`config.mk`:
```
export PLATFORM = sky130hd
export DESIGN_NAME = risc_top
export DESIGN_NICKNAME = d
export VERILOG_FILES = /design/src/rtl/risc_pkg.sv /design/src/rtl/risc_top.sv /design/src/rtl/mem_wb_stage.sv /design/src/rtl/exec_stage.sv /design/src/rtl/hazard_unit.sv /design/src/rtl/reg_file.sv /design/src/rtl/instr_decoder.sv
export SDC_FILE = /design/constraint.sdc
export NUM_CORES = 1
export LEC_CHECK = 0
export BUFFER_PORTS_ARGS = -buffer_cell sky130_fd_sc_hd__clkbuf_2
export CAP_MARGIN = 20
export CORE_ASPECT_RATIO = 0.5
export CORE_MARGIN = 2
export CORE_UTILIZATION = 55
export CTS_CLUSTER_DIAMETER = 50
export DETAILED_ROUTE_END_ITERATION = 8
export PLACE_DENSITY = 0.74
export SLEW_MARGIN = 20
export SYNTH_ARGS = -nofsm -noshare
export SYNTH_HDL_FRONTEND = slang
export SYNTH_SLANG_ARGS = --single-unit
```
`constraint.sdc`:
```
create_clock -name risc_clk -period 7.5 [get_ports risc_clk]
set_clock_uncertainty 0.2 [all_clocks]
set_input_delay 0.375 -clock risc_clk [delete_from_list [all_inputs] [get_ports risc_clk]]
set_output_delay 0.375 -clock risc_clk [all_outputs]
set_load 0.01 [all_outputs]
```
`src/rtl/risc_pkg.sv`:
```
// shared widths, opcodes and stage records; 16-bit instructions, 32-bit data, eight registers
package risc_pkg;

    ////////////////////////////////////////////////////////////
    // widths
    ////////////////////////////////////////////////////////////
    localparam int DATA_W     = 32;    // datapath and memory word
    localparam int INSTR_W    = 16;    // instruction word
    localparam int REG_ADDR_W = 3;     // register index
    localparam int NUM_REGS   = 8;     // r0..r7, r0 reads zero
    localparam int IMM6_W     = 6;     // short immediate, bits 5..0
    localparam int IMM9_W     = 9;     // li immediate, bits 8..0
    localparam int OPC_W      = 4;     // opcode, bits 15..12

    // opcode map, codes 10..15 are treated as nop
    typedef enum logic [OPC_W-1:0] {
        OP_NOP  = 4'd0,
        OP_ADD  = 4'd1,
        OP_SUB  = 4'd2,
        OP_AND  = 4'd3,
        OP_OR   = 4'd4,
        OP_XOR  = 4'd5,
        OP_ADDI = 4'd6,
        OP_LI   = 4'd7,
        OP_LW   = 4'd8,
        OP_SW   = 4'd9
    } opcode_t;

    // operand source for execute
    typedef enum logic [1:0] {
        FWD_NONE = 2'd0,    // register file value
        FWD_MEM  = 2'd1,    // execute/memory result
        FWD_WB   = 2'd2     // write-back data
    } fwd_sel_t;

    ////////////////////////////////////////////////////////////
    // stage records
    ////////////////////////////////////////////////////////////
    typedef struct packed {
        logic                  valid;
        opcode_t               op;
        logic [REG_ADDR_W-1:0] rd;
        logic [REG_ADDR_W-1:0] rs1;
        logic [REG_ADDR_W-1:0] rs2;       // store data register for sw
        logic [DATA_W-1:0]     imm;       // already sign extended
        logic                  reg_wr;
        logic                  mem_rd;
        logic                  mem_wr;
        logic                  use_imm;   // alu b operand from imm
        logic                  uses_rs1;
        logic                  uses_rs2;
    } decoded_t;

    typedef struct packed {
        logic                  valid;
        logic                  reg_wr;
        logic                  mem_rd;
        logic                  mem_wr;
        logic [REG_ADDR_W-1:0] rd;
        logic [DATA_W-1:0]     result;      // alu value or address
        logic [DATA_W-1:0]     store_data;
    } ex_mem_t;

    typedef struct packed {
        logic              wr_en;
        logic              rd_en;
        logic [DATA_W-1:0] addr;
        logic [DATA_W-1:0] wdata;
    } dmem_req_t;

    typedef struct packed {
        logic                  wr_en;
        logic [REG_ADDR_W-1:0] rd;
        logic [DATA_W-1:0]     data;
    } wb_t;

endpackage
```
`src/rtl/risc_top.sv`:
```
// four-stage core without pc or branches; instructions enter on valid/ready, dmem has no stall
module risc_top (
    input  logic                             risc_clk,
    input  logic                             risc_rst,        // async, active low
    input  logic [risc_pkg::INSTR_W-1:0]     instr_i,
    input  logic                             instr_valid_i,
    output logic                             instr_ready_o,
    output risc_pkg::dmem_req_t              dmem_req_o,
    input  logic [risc_pkg::DATA_W-1:0]      dmem_rdata_i,    // valid the cycle rd_en is high
    output logic                             carry_o,
    output logic                             zero_o
);

    risc_pkg::decoded_t                  dec;        // decode stage
    risc_pkg::decoded_t                  id_ex;      // execute stage
    risc_pkg::ex_mem_t                   ex_mem;     // memory stage
    risc_pkg::wb_t                       wb;         // write-back record
    logic [risc_pkg::REG_ADDR_W-1:0]     rs1_addr;
    logic [risc_pkg::REG_ADDR_W-1:0]     rs2_addr;
    logic [risc_pkg::DATA_W-1:0]         rs1_data;
    logic [risc_pkg::DATA_W-1:0]         rs2_data;
    logic                                stall;      // load-use
    risc_pkg::fwd_sel_t                  fwd_a;
    risc_pkg::fwd_sel_t                  fwd_b;

    ////////////////////////////////////////////////////////////
    // front end
    ////////////////////////////////////////////////////////////
    instr_decoder i_decoder (
        .risc_clk      (risc_clk),
        .risc_rst      (risc_rst),
        .instr_i       (instr_i),
        .instr_valid_i (instr_valid_i),
        .stall_i       (stall),
        .instr_ready_o (instr_ready_o),
        .dec_o         (dec),
        .rs1_addr_o    (rs1_addr),
        .rs2_addr_o    (rs2_addr)
    );

    reg_file i_reg_file (
        .risc_clk   (risc_clk),
        .risc_rst   (risc_rst),
        .rs1_addr_i (rs1_addr),
        .rs2_addr_i (rs2_addr),
        .wb_i       (wb),           // write port from wb stage
        .rs1_data_o (rs1_data),
        .rs2_data_o (rs2_data)
    );

    hazard_unit i_hazard (
        .dec_i    (dec),
        .id_ex_i  (id_ex),
        .ex_mem_i (ex_mem),
        .wb_i     (wb),
        .stall_o  (stall),
        .fwd_a_o  (fwd_a),
        .fwd_b_o  (fwd_b)
    );

    ////////////////////////////////////////////////////////////
    // back end
    ////////////////////////////////////////////////////////////
    exec_stage i_exec (
        .risc_clk   (risc_clk),
        .risc_rst   (risc_rst),
        .dec_i      (dec),
        .rs1_data_i (rs1_data),
        .rs2_data_i (rs2_data),
        .stall_i    (stall),
        .fwd_a_i    (fwd_a),
        .fwd_b_i    (fwd_b),
        .wb_i       (wb),
        .id_ex_o    (id_ex),
        .ex_mem_o   (ex_mem),
        .carry_o    (carry_o),
        .zero_o     (zero_o)
    );

    mem_wb_stage i_mem_wb (
        .risc_clk     (risc_clk),
        .risc_rst     (risc_rst),
        .ex_mem_i     (ex_mem),
        .dmem_rdata_i (dmem_rdata_i),
        .dmem_req_o   (dmem_req_o),
        .wb_o         (wb)
    );

endmodule

```
`src/rtl/mem_wb_stage.sv`:
```
// dmem request straight from ex/mem; read data must be valid in the same cycle as rd_en
module mem_wb_stage (
    input  logic                           risc_clk,
    input  logic                           risc_rst,
    input  risc_pkg::ex_mem_t              ex_mem_i,
    input  logic [risc_pkg::DATA_W-1:0]    dmem_rdata_i,
    output risc_pkg::dmem_req_t            dmem_req_o,
    output risc_pkg::wb_t                  wb_o
);
    import risc_pkg::*;

    wb_t wb_d;

    ////////////////////////////////////////////////////////////
    // data memory request
    ////////////////////////////////////////////////////////////
    always_comb
    begin
        dmem_req_o.wr_en = ex_mem_i.valid & ex_mem_i.mem_wr;   // bubbles never access
        dmem_req_o.rd_en = ex_mem_i.valid & ex_mem_i.mem_rd;
        dmem_req_o.addr  = ex_mem_i.result;
        dmem_req_o.wdata = ex_mem_i.store_data;
    end

    // load word or alu value
    always_comb
    begin
        wb_d.wr_en = ex_mem_i.valid & ex_mem_i.reg_wr;
        wb_d.rd    = ex_mem_i.rd;
        wb_d.data  = ex_mem_i.mem_rd ? dmem_rdata_i : ex_mem_i.result;
    end

    always_ff @(posedge risc_clk or negedge risc_rst)
    begin
        if (!risc_rst)
        begin
            wb_o <= '0;
        end
        else
        begin
            wb_o <= wb_d;   // reg file writes on the next edge
        end
    end

endmodule

```
`src/rtl/exec_stage.sv`:
```
// decode/execute register, forwarding, alu and flags, execute/memory register; flags hold on li/lw/sw/nop
module exec_stage (
    input  logic                           risc_clk,
    input  logic                           risc_rst,
    input  risc_pkg::decoded_t             dec_i,
    input  logic [risc_pkg::DATA_W-1:0]    rs1_data_i,
    input  logic [risc_pkg::DATA_W-1:0]    rs2_data_i,
    input  logic                           stall_i,
    input  risc_pkg::fwd_sel_t             fwd_a_i,
    input  risc_pkg::fwd_sel_t             fwd_b_i,
    input  risc_pkg::wb_t                  wb_i,
    output risc_pkg::decoded_t             id_ex_o,
    output risc_pkg::ex_mem_t              ex_mem_o,
    output logic                           carry_o,
    output logic                           zero_o
);
    import risc_pkg::*;

    logic [DATA_W-1:0] rs1_q;         // operands as read in decode
    logic [DATA_W-1:0] rs2_q;
    logic [DATA_W-1:0] op_a;
    logic [DATA_W-1:0] op_b_reg;      // rs2 after forwarding, store data
    logic [DATA_W-1:0] op_b;
    logic [DATA_W:0]   sum;           // msb is carry out
    logic [DATA_W:0]   diff;          // msb is borrow
    logic [DATA_W-1:0] result;
    logic              carry_d;
    logic              flag_upd;
    ex_mem_t           ex_mem_d;

    function automatic logic [DATA_W-1:0] fwd_mux(input fwd_sel_t          sel,
                                                  input logic [DATA_W-1:0] reg_val,
                                                  input logic [DATA_W-1:0] mem_val,
                                                  input logic [DATA_W-1:0] wb_val);
        case (sel)
            FWD_MEM: return mem_val;
            FWD_WB:  return wb_val;
            default: return reg_val;
        endcase
    endfunction

    ////////////////////////////////////////////////////////////
    // decode/execute register
    ////////////////////////////////////////////////////////////
    always_ff @(posedge risc_clk or negedge risc_rst)
    begin
        if (!risc_rst)
        begin
            id_ex_o <= '0;
        end
        else
        begin
            id_ex_o       <= dec_i;
            id_ex_o.valid <= dec_i.valid & ~stall_i;   // bubble on load-use
        end
    end

    always_ff @(posedge risc_clk)
    begin
        rs1_q <= rs1_data_i;
        rs2_q <= rs2_data_i;
    end

    ////////////////////////////////////////////////////////////
    // alu
    ////////////////////////////////////////////////////////////
    assign op_a     = fwd_mux(fwd_a_i, rs1_q, ex_mem_o.result, wb_i.data);
    assign op_b_reg = fwd_mux(fwd_b_i, rs2_q, ex_mem_o.result, wb_i.data);
    assign op_b     = id_ex_o.use_imm ? id_ex_o.imm : op_b_reg;
    assign sum      = {1'b0, op_a} + {1'b0, op_b};
    assign diff     = {1'b0, op_a} - {1'b0, op_b};

    always_comb
    begin
        result   = sum[DATA_W-1:0];     // also lw/sw address
        carry_d  = carry_o;
        flag_upd = 1'b0;
        case (id_ex_o.op)
            OP_ADD, OP_ADDI:
            begin
                carry_d  = sum[DATA_W];
                flag_upd = 1'b1;
            end
            OP_SUB:
            begin
                result   = diff[DATA_W-1:0];
                carry_d  = ~diff[DATA_W];   // no borrow means a >= b
                flag_upd = 1'b1;
            end
            OP_AND, OP_OR, OP_XOR:
            begin
                if (id_ex_o.op == OP_AND)
                    result = op_a & op_b;
                else if (id_ex_o.op == OP_OR)
                    result = op_a | op_b;
                else
                    result = op_a ^ op_b;
                carry_d  = 1'b0;
                flag_upd = 1'b1;
            end
            OP_LI:   result = id_ex_o.imm;
            OP_NOP:  result = '0;
            default: result = sum[DATA_W-1:0];
        endcase
    end

    always_comb
    begin
        ex_mem_d            = '0;
        ex_mem_d.valid      = id_ex_o.valid;
        ex_mem_d.reg_wr     = id_ex_o.reg_wr;
        ex_mem_d.mem_rd     = id_ex_o.mem_rd;
        ex_mem_d.mem_wr     = id_ex_o.mem_wr;
        ex_mem_d.rd         = id_ex_o.rd;
        ex_mem_d.result     = result;
        ex_mem_d.store_data = op_b_reg;
    end

    ////////////////////////////////////////////////////////////
    // execute/memory register and flags
    ////////////////////////////////////////////////////////////
    always_ff @(posedge risc_clk or negedge risc_rst)
    begin
        if (!risc_rst)
        begin
            ex_mem_o <= '0;
            carry_o  <= 1'b0;
            zero_o   <= 1'b0;
        end
        else
        begin
            ex_mem_o <= ex_mem_d;
            if (id_ex_o.valid && flag_upd)     // six alu ops only
            begin
                carry_o <= carry_d;
                zero_o  <= (result == '0);
            end
        end
    end

endmodule

```
`src/rtl/hazard_unit.sv`:
```
// combinational load-use stall and operand forward selects; a load result is never forwarded from mem
module hazard_unit (
    input  risc_pkg::decoded_t     dec_i,      // decode stage
    input  risc_pkg::decoded_t     id_ex_i,    // execute stage
    input  risc_pkg::ex_mem_t      ex_mem_i,
    input  risc_pkg::wb_t          wb_i,
    output logic                   stall_o,
    output risc_pkg::fwd_sel_t     fwd_a_o,
    output risc_pkg::fwd_sel_t     fwd_b_o
);
    import risc_pkg::*;

    logic ld_in_ex;     // load in execute with a real target
    logic rs1_hit;
    logic rs2_hit;

    // newest producer wins, mem before wb
    function automatic fwd_sel_t pick(input logic [REG_ADDR_W-1:0] src,
                                      input ex_mem_t               em,
                                      input wb_t                   wb);
        if (src == '0)
            return FWD_NONE;
        else if (em.valid && em.reg_wr && !em.mem_rd && em.rd == src)
            return FWD_MEM;
        else if (wb.wr_en && wb.rd == src)
            return FWD_WB;
        else
            return FWD_NONE;
    endfunction

    assign ld_in_ex = id_ex_i.valid && id_ex_i.mem_rd && id_ex_i.rd != '0;
    assign rs1_hit  = dec_i.uses_rs1 && dec_i.rs1 == id_ex_i.rd;
    assign rs2_hit  = dec_i.uses_rs2 && dec_i.rs2 == id_ex_i.rd;
    assign stall_o  = ld_in_ex && dec_i.valid && (rs1_hit || rs2_hit);   // one cycle only

    assign fwd_a_o = pick(id_ex_i.rs1, ex_mem_i, wb_i);
    assign fwd_b_o = pick(id_ex_i.rs2, ex_mem_i, wb_i);    // also store data

endmodule

```
`src/rtl/reg_file.sv`:
```
// eight 32-bit registers, two combinational reads, one write; r0 is hardwired to zero
module reg_file (
    input  logic                              risc_clk,
    input  logic                              risc_rst,
    input  logic [risc_pkg::REG_ADDR_W-1:0]   rs1_addr_i,
    input  logic [risc_pkg::REG_ADDR_W-1:0]   rs2_addr_i,
    input  risc_pkg::wb_t                     wb_i,
    output logic [risc_pkg::DATA_W-1:0]       rs1_data_o,
    output logic [risc_pkg::DATA_W-1:0]       rs2_data_o
);
    import risc_pkg::*;

    logic [DATA_W-1:0] regs [NUM_REGS];

    // read with bypass of the word being written this cycle
    function automatic logic [DATA_W-1:0] rd_port(input logic [REG_ADDR_W-1:0] addr,
                                                  input wb_t                   wb,
                                                  input logic [DATA_W-1:0]     stored);
        if (addr == '0)
            return '0;
        else if (wb.wr_en && wb.rd == addr)
            return wb.data;
        else
            return stored;
    endfunction

    always_ff @(posedge risc_clk or negedge risc_rst)
    begin
        if (!risc_rst)
        begin
            for (int i = 0; i < NUM_REGS; i++)
            begin
                regs[i] <= '0;
            end
        end
        else if (wb_i.wr_en && wb_i.rd != '0)      // r0 stays zero
        begin
            regs[wb_i.rd] <= wb_i.data;
        end
    end

    assign rs1_data_o = rd_port(rs1_addr_i, wb_i, regs[rs1_addr_i]);
    assign rs2_data_o = rd_port(rs2_addr_i, wb_i, regs[rs2_addr_i]);

endmodule

```
`src/rtl/instr_decoder.sv`:
```
// instruction register plus decode; undefined opcodes become nop, holds its word while stalled
module instr_decoder (
    input  logic                              risc_clk,
    input  logic                              risc_rst,
    input  logic [risc_pkg::INSTR_W-1:0]      instr_i,
    input  logic                              instr_valid_i,
    input  logic                              stall_i,
    output logic                              instr_ready_o,
    output risc_pkg::decoded_t                dec_o,
    output logic [risc_pkg::REG_ADDR_W-1:0]   rs1_addr_o,
    output logic [risc_pkg::REG_ADDR_W-1:0]   rs2_addr_o
);
    import risc_pkg::*;

    logic                ir_valid;   // decode slot holds an instruction
    logic [INSTR_W-1:0]  ir;         // instruction register
    logic [DATA_W-1:0]   imm6_sx;
    logic [DATA_W-1:0]   imm9_sx;

    assign instr_ready_o = ~stall_i;    // only back-pressure source

    always_ff @(posedge risc_clk or negedge risc_rst)
    begin
        if (!risc_rst)
        begin
            ir_valid <= 1'b0;
        end
        else if (!stall_i)
        begin
            ir_valid <= instr_valid_i;     // low valid lets a bubble in
        end
    end

    always_ff @(posedge risc_clk)
    begin
        if (!stall_i && instr_valid_i)
        begin
            ir <= instr_i;
        end
    end

    assign imm6_sx = {{(DATA_W-IMM6_W){ir[IMM6_W-1]}}, ir[IMM6_W-1:0]};
    assign imm9_sx = {{(DATA_W-IMM9_W){ir[IMM9_W-1]}}, ir[IMM9_W-1:0]};

    ////////////////////////////////////////////////////////////
    // field decode
    ////////////////////////////////////////////////////////////
    always_comb
    begin
        dec_o       = '0;
        dec_o.valid = ir_valid;
        dec_o.op    = OP_NOP;
        dec_o.rd    = ir[11:9];
        dec_o.rs1   = ir[8:6];
        dec_o.rs2   = ir[5:3];
        dec_o.imm   = imm6_sx;
        case (ir[INSTR_W-1 -: OPC_W])
            OP_ADD, OP_SUB, OP_AND, OP_OR, OP_XOR:
            begin
                dec_o.op       = opcode_t'(ir[INSTR_W-1 -: OPC_W]);
                dec_o.reg_wr   = 1'b1;
                dec_o.uses_rs1 = 1'b1;
                dec_o.uses_rs2 = 1'b1;
            end
            OP_ADDI:
            begin
                dec_o.op       = OP_ADDI;
                dec_o.reg_wr   = 1'b1;
                dec_o.use_imm  = 1'b1;
                dec_o.uses_rs1 = 1'b1;
            end
            OP_LI:
            begin
                dec_o.op      = OP_LI;
                dec_o.reg_wr  = 1'b1;
                dec_o.use_imm = 1'b1;
                dec_o.imm     = imm9_sx;    // rs fields overlap imm9, not read
            end
            OP_LW:
            begin
                dec_o.op       = OP_LW;
                dec_o.reg_wr   = 1'b1;
                dec_o.mem_rd   = 1'b1;
                dec_o.use_imm  = 1'b1;
                dec_o.uses_rs1 = 1'b1;      // base
            end
            OP_SW:
            begin
                dec_o.op       = OP_SW;
                dec_o.mem_wr   = 1'b1;
                dec_o.use_imm  = 1'b1;
                dec_o.uses_rs1 = 1'b1;      // base
                dec_o.uses_rs2 = 1'b1;
                dec_o.rs2      = ir[11:9];  // store data sits in the rd field
            end
            default:
            begin
                dec_o.op = OP_NOP;          // nop and undefined codes
            end
        endcase
    end

    assign rs1_addr_o = dec_o.rs1;
    assign rs2_addr_o = dec_o.rs2;

endmodule

```
# Yosys cells after proc, flatten, opt, wreduce, memory -nomap -nowiden
# Index checks and enable logic that the tools add are counted.
[totals]
wordCells = 154
register_bits = 496
out_inout_bits = 69
input_bits = 51
[classes]
bitwise_logic = 12
mux = 35
magnitude_cmp = 4
reduce_logical = 39
n_addsub = 2
n_eq_ne = 28
[op_table]
columns = ["operator", "count"]
rows = [
  ["two-way mux 32 bit", 12],
  ["bitwise mux 256 bit", 1],
  ["binary-select mux 32 bit (select 3 bit)", 2],
  ["case mux 32 bit (2 select lines)", 2],
  ["case mux 32 bit (4 select lines)", 1],
  ["demux 32 bit (select 3 bit)", 1],
  ["adder 32 x 32 -> 33 bit", 1],
  ["subtractor 32 x 32 -> 33 bit", 1],
  ["AND 32 bit", 1],
  ["== test 4 x 3 -> 1 bit, second input constant", 8],
  ["zero test 32 bit", 1],
  ["bitwise OR 32 bit", 1],
  ["bitwise XOR 32 bit", 1],
  ["== test 3 bit", 8],
  ["case mux 4 bit (5 select lines)", 1],
  ["logical AND 1 bit", 18],
  ["== test 4 x 2 -> 1 bit, second input constant", 4],
  ["OR reduction 8 bit", 2],
  [">= comparator 4 bit, second input constant", 3],
  ["zero test 3 bit", 4],
  ["two-way mux 2 bit", 6],
  ["inverter 3 -> 4 bit", 3],
  ["OR reduction 6 bit", 2],
  ["nonzero test 3 bit", 3],
  ["other kinds (18)", 33],
]

# Depth between registers and ports, before layout
[depth]
word_depth = 13
mapped_depth = 27
mapped_depth_nobuf = 26

# Cells and area by module
# Synthesis repeated with hierarchy kept, for this count alone.
[unflattened]
hier_cells = 2711
hier_area_um2 = 27493.9
[modules_own_cells]
columns = ["module", "instances", "area_each_um2", "seq_area_each_um2", "cells_per_inst"]
rows = [
  ["reg_file", 1, 12094.1, 5605.4, 1026],
  ["exec_stage", 1, 12091.6, 4409.2, 1420],
  ["mem_wb_stage", 1, 1940.6, 900.9, 139],
  ["instr_decoder", 1, 1079.8, 505.5, 90],
  ["hazard_unit", 1, 287.8, 0.0, 36],
]

# Worst setup path after synthesis
# Ideal clock, no wire load.
[synth_path]
path_type = "flip-flop to flip-flop"
start = "register i_exec.ex_mem_o[68] in the netlist's numbering"
end = "register i_exec.zero_o"
stages_incl_launch_ff = 26
setup_time_ns = 0.076
t_required_ns = 7.224
synth_period_minus_slack_ns = 5.887
t_arrival_ns = 5.610
path_buffers = 3
slack_ns = 1.613
path_cell_list = "dfrtp_1 -> clkbuf_1 -> nand2b_1 -> or3_1 -> o211ai_1 -> o31ai_1 -> o211ai_1 -> ha_1 -> clkbuf_1 -> buf_1 -> nor2_1 -> a21oi_1 -> o21a_1 -> inv_1 -> ha_1 -> fa_1 -> nor2b_1 -> o311ai_1 -> a21o_1 -> o311ai_1 -> a221o_1 -> a211o_1 -> or4_4 -> a2111oi_2 -> nand4_1 -> o21ai_1"
[synth_between]
elab_chain_cells = 13
elab_cells_between_ends = 24
classes_between = "add/sub (2); eq/ne (4); mux (10); bitwise (3); reduce/logical (5)"
[synth_lines]
columns = ["item", "line_no", "rtl"]
rows = [
  ["start: declaration", "exec_stage.sv:13", "output risc_pkg::ex_mem_t ex_mem_o,"],
  ["start signal: assignment", "exec_stage.sv:132", "ex_mem_o <= ex_mem_d;"],
  ["zero test 1 bit (*)", "hazard_unit.sv:23", "else if (em.valid && em.reg_wr && !em.mem_rd && em.rd == src)"],
  ["logical AND 1 bit (*)", "hazard_unit.sv:23", ""],
  ["parallel branches: the longest is 9 deep, another holds adder 32 x 32 -> 33 bit", "--", ""],
  ["case mux 32 bit (4 select lines) (*)", "exec_stage.sv:78", "case (id_ex_o.op)"],
  ["net i_exec.result[12]", "exec_stage.sv:26", "logic [DATA_W-1:0] result;"],
  ["zero test 32 bit (*)", "exec_stage.sv:136", "zero_o <= (result == '0);"],
  ["end signal: assignment", "exec_stage.sv:136", ""],
  ["end: declaration", "exec_stage.sv:15", "output logic zero_o"],
]
# Mark *: on every way through the listed nets, which the timed path passes.
# A chain may end at the register's enable or synchronous reset.

# Final worst setup path
[layout_path]
start = "register i_mem_wb.wb_o[34] in the netlist's numbering"
end = "register i_exec.zero_o"
[layout_between]
elab_chain_cells = 13
elab_cells_between_ends = 26
classes_between = "add/sub (2); eq/ne (6); mux (12); bitwise (3); reduce/logical (3)"
[layout_lines]
columns = ["item", "line_no", "rtl"]
rows = [
  ["start: declaration", "mem_wb_stage.sv:8", "output risc_pkg::wb_t wb_o"],
  ["start signal: assignment", "mem_wb_stage.sv:41", "wb_o <= wb_d;"],
  ["parallel branches: the longest is 11 deep, another holds adder 32 x 32 -> 33 bit", "--", ""],
  ["case mux 32 bit (4 select lines) (*)", "exec_stage.sv:78", ""],
  ["net i_exec.result[8]", "exec_stage.sv:26", ""],
  ["zero test 32 bit (*)", "exec_stage.sv:136", ""],
]
# Marked as above.

==> results.sh <==
export IMPL_wl_met2_mm=39.4
export IMPL_rsz0062_at_grt="false"
export IMPL_yosysSeqAreaShare_pct=40.1
export IMPL_layout_worst_path_cycle_share_pct=95.9
export IMPL_drive_gt1_share_pct=18.4
export IMPL_grt_pass1_vias=22742
export IMPL_io_pin_count=120
export IMPL_drc_errors=0
export IMPL_yosys_area_top_type="dfrtp_1"
export IMPL_first_iter_violations=3246
export IMPL_synth_area_um2=26900
export IMPL_vdd_drop_max_v=0.000212
export IMPL_maxCapViolations=0
export IMPL_crit_fanout=18
export IMPL_io_buffers=119
export IMPL_core_area_um2=48400
export IMPL_globalplace_congestion=1.01
export IMPL_power_switching_uw=4350
export IMPL_outcome="complete, no violations"
export IMPL_pwr_share_seq_pct=40.6
export IMPL_synthTopCellsByCount="361 x dfrtp_1, 256 x mux2_2, 235 x nor2_1"
export IMPL_grt_pass1_wl_mm=142
export IMPL_top_layer="met5"
export IMPL_antenna_found_initial=3
export IMPL_p_int_uw=6050
export IMPL_maxSlewViolCount=0
export IMPL_cts_sinks=441
export IMPL_dr_pass1_iters=8
export IMPL_die_width_um=317
export IMPL_drt_wl_total_mm=94.6
export IMPL_insertion_delay_ns=0.58
export IMPL_crit_arrival_ns=7.48
export IMPL_yosysMostFrequentCell="dfrtp_1"
export IMPL_syn2layout_area_growth_pct=9.22
export IMPL_grt_use_total_pct=36.5
export IMPL_routed_wl_met3_mm=11.8
export IMPL_grt_overflow_total=0
export IMPL_synth_top_area_share_pct=33.6
export IMPL_std_cell_rows=57
export IMPL_dp_slack_ns=0.599
export IMPL_start_util_pct=55.6
export IMPL_cts_tree="done"
export IMPL_grt_max_degree=168
export IMPL_avgSynthCellArea_um2=9.09
export IMPL_fin_nets=3062
export IMPL_tns_ns=0
export IMPL_dieArea_um2=50800
export IMPL_wl_per_cell_um=26.3
export IMPL_fmax_mhz=139
export IMPL_synth_nets=3113
export IMPL_clockBufferDepth=3
export IMPL_vias=24245
export IMPL_cp_end_kind="flip-flop"
export IMPL_met1Wirelength_mm=39.7
export IMPL_synthArstFlopShare_pct=81.9
export IMPL_ctsRootBufferMaster="clkbuf_16"
export IMPL_powerDensity_nw_per_um2=354
export IMPL_power_leakage_uw=0.0130
export IMPL_cts_buffers=42
export IMPL_cts_setup_buffers=0
export IMPL_clk_pin_slew_ns=0.07
export IMPL_h_tree_depth=2
export IMPL_cp_start_kind="flip-flop"
export IMPL_fp_dieH_um=160
export IMPL_fill_cells=3990
export IMPL_setup_viol=0
export IMPL_synth_cells=2960
export IMPL_relSlewSlack_pct=27.6
export IMPL_viasPerCell=6.74
export IMPL_min_period_ns=7.19
export IMPL_required_ns=7.79
export IMPL_hpwlAfterDp_mm=62.8
export IMPL_critical_path_class="reg2reg"
export IMPL_synthTopCellsByArea="dfrtp_1 34%, mux2_2 11%, dfxtp_1 4.8%"
export IMPL_power_share_clock_pct=21.4
export IMPL_final_hold_viol_count=0
export IMPL_ant_nets=0
export IMPL_synth_seq_cells=441
export IMPL_setup_ws_ns=0.307
export IMPL_swShare_pct=41.8
export IMPL_yosys_warnings=0
export IMPL_worstMarginPinSlew_ns=1.09
export IMPL_comb_power_share_pct=38.0
export IMPL_hp_class="in2async"
export IMPL_synth_edf_count=16
export IMPL_synthFlopType="dfrtp_1"
export IMPL_ys_types=90
-- through the flow --
step / hold slack (ns) / power, uW / instances / util, % / area [um^2]
6_report: 0.121 / 10400 / 3595 / 60.7 / 29400
5_1_grt: 0.161 / 10900 / 3594 / 60.7 / 29400
4_1_cts: 0.149 / 10200 / 3589 / 60.5 / 29300
3_5_place_dp: 0.138 / 7960 / 3461 / 56.5 / 27400
3_3_place_gp: 0.133 / 7890 / 3461 / 56.5 / 27400
2_1_floorplan: -0.121 / 6660 / 2960 / - / 26900
-- registers in the layout (all words and copies together), names as in the netlist --
| signal | cells |
|---|---|
| i_exec.id_ex_o | 27 |
| i_exec.carry_o | 1 |
| i_exec.ex_mem_o | 71 |
| i_exec.rs1_q | 32 |
| i_exec.zero_o | 1 |
| i_reg_file.regs | 224 |
| i_mem_wb.wb_o | 36 |
| i_decoder.ir_valid | 1 |
| i_exec.rs2_q | 32 |
| i_decoder.ir | 16 |
-- final cells by class --
type	instances	area, um^2	area share (%)
diodes	3	7.51	0.0255
clock buffers	68	1270	4.32
clock inverters	10	163	0.553
inverters	152	571	1.94
multi-input cells	2047	14200	48.3
flip-flops and latches	441	10800	36.7
well taps	649	812	2.76
repair buffers	225	1580	5.38
-- critical path, stage by stage, from the launching register on --
cell and delay, ns:
dfrtp_1 0.60, nor3b_1 0.33, a21oi_1 0.07, nor3_1 0.16
o211ai_1 0.18, inv_1 0.11, ha_1 0.68, buf_4 0.34
a22oi_1 0.09, nor2_1 0.12, a21oi_1 0.07, o21a_1 0.24
ha_1 0.43, a21o_1 0.27, a221oi_4 0.50, o31ai_1 0.15
a221o_1 0.32, a221o_1 0.43, a2111oi_1 0.82, nand4_1 0.23
a2111oi_2 0.45, nand4_1 0.15, o21ai_1 0.17
-- power groups by stage --
stage                     Clock (uW)  Sequential [uW]  Combinational [uW]
after global placement             0             4160                3730
after floorplan                    0             3640                3020
after CTS                       2240             4160                3810
after global routing            2340             4290                4260
final                           2220             4230                3950
after detailed placement           0             4200                3760
-- cells in the final DEF, fill, tap and decap left out, types with 28 or more instances in the layout --
cell / n
nand2b_1: 28
a22oi_1: 77
clkbuf_2: 118
nor2_1: 234
o21ai_0: 189
o22ai_1: 103
dfrtp_1: 361
nand3_1: 45
ha_1: 98
o211ai_1: 58
nor3_1: 35
inv_1: 149
o21a_1: 42
o31ai_1: 46
dlygate4sd3_1: 50
buf_4: 52
a21oi_1: 194
nand2_1: 223
mux2_2: 256
mux2i_1: 34
clkbuf_16: 43
dfxtp_1: 64
a211oi_1: 40
-- per-layer routing --
layer | vias to the layer above | track usage, %
met1 | 11847 | 53.1
met3 | 308 | 10.7
met4 | 2 | 12.6
met5 | - | 0
met2 | 1553 | 51.8
li1 | 10535 | -
-- worst paths after layout --
| path | from | to | slack, ns | depth (start not counted) |
|---|---|---|---|---|
| min in group risc_clk | i_decoder.ir[0] | i_exec.id_ex_o[6] | 0.15 | 0 |
| max | i_mem_wb.wb_o[34] | i_exec.zero_o | 0.31 | 22 |
| max reg2reg | i_mem_wb.wb_o[34] | i_exec.zero_o | 0.31 | 22 |
| min reg2reg | i_decoder.ir[0] | i_exec.id_ex_o[6] | 0.15 | 0 |
| min | risc_rst | i_reg_file.regs[33] | 0.12 | 2 |
| max in group asynchronous | risc_rst | i_exec.ex_mem_o[51] | 5.22 | 4 |
-- timing repair --
action	CTS	global route
setup endpoints to repair	0	1
resized for setup	0	4
endpoints found under the hold margin	179	0
hold buffers	50	0
-- logic make-up (layout without fill, tap and decap cells) --
logic type,count (synthesis),after routing,share of synthesized area [%]
muxes,291,291,12.0
xor gates and xnor gates,27,27,0.878
DFF,441,441,40.1
buffers and inverters,472,455,7.56
and+or+nand+nor,701,701,12.0
other,0,3,0
AOI/OAI and AO/OA,926,926,22.7
adders and majority gates,102,102,4.80
Note: power is estimated with default switching activity, not from simulation.
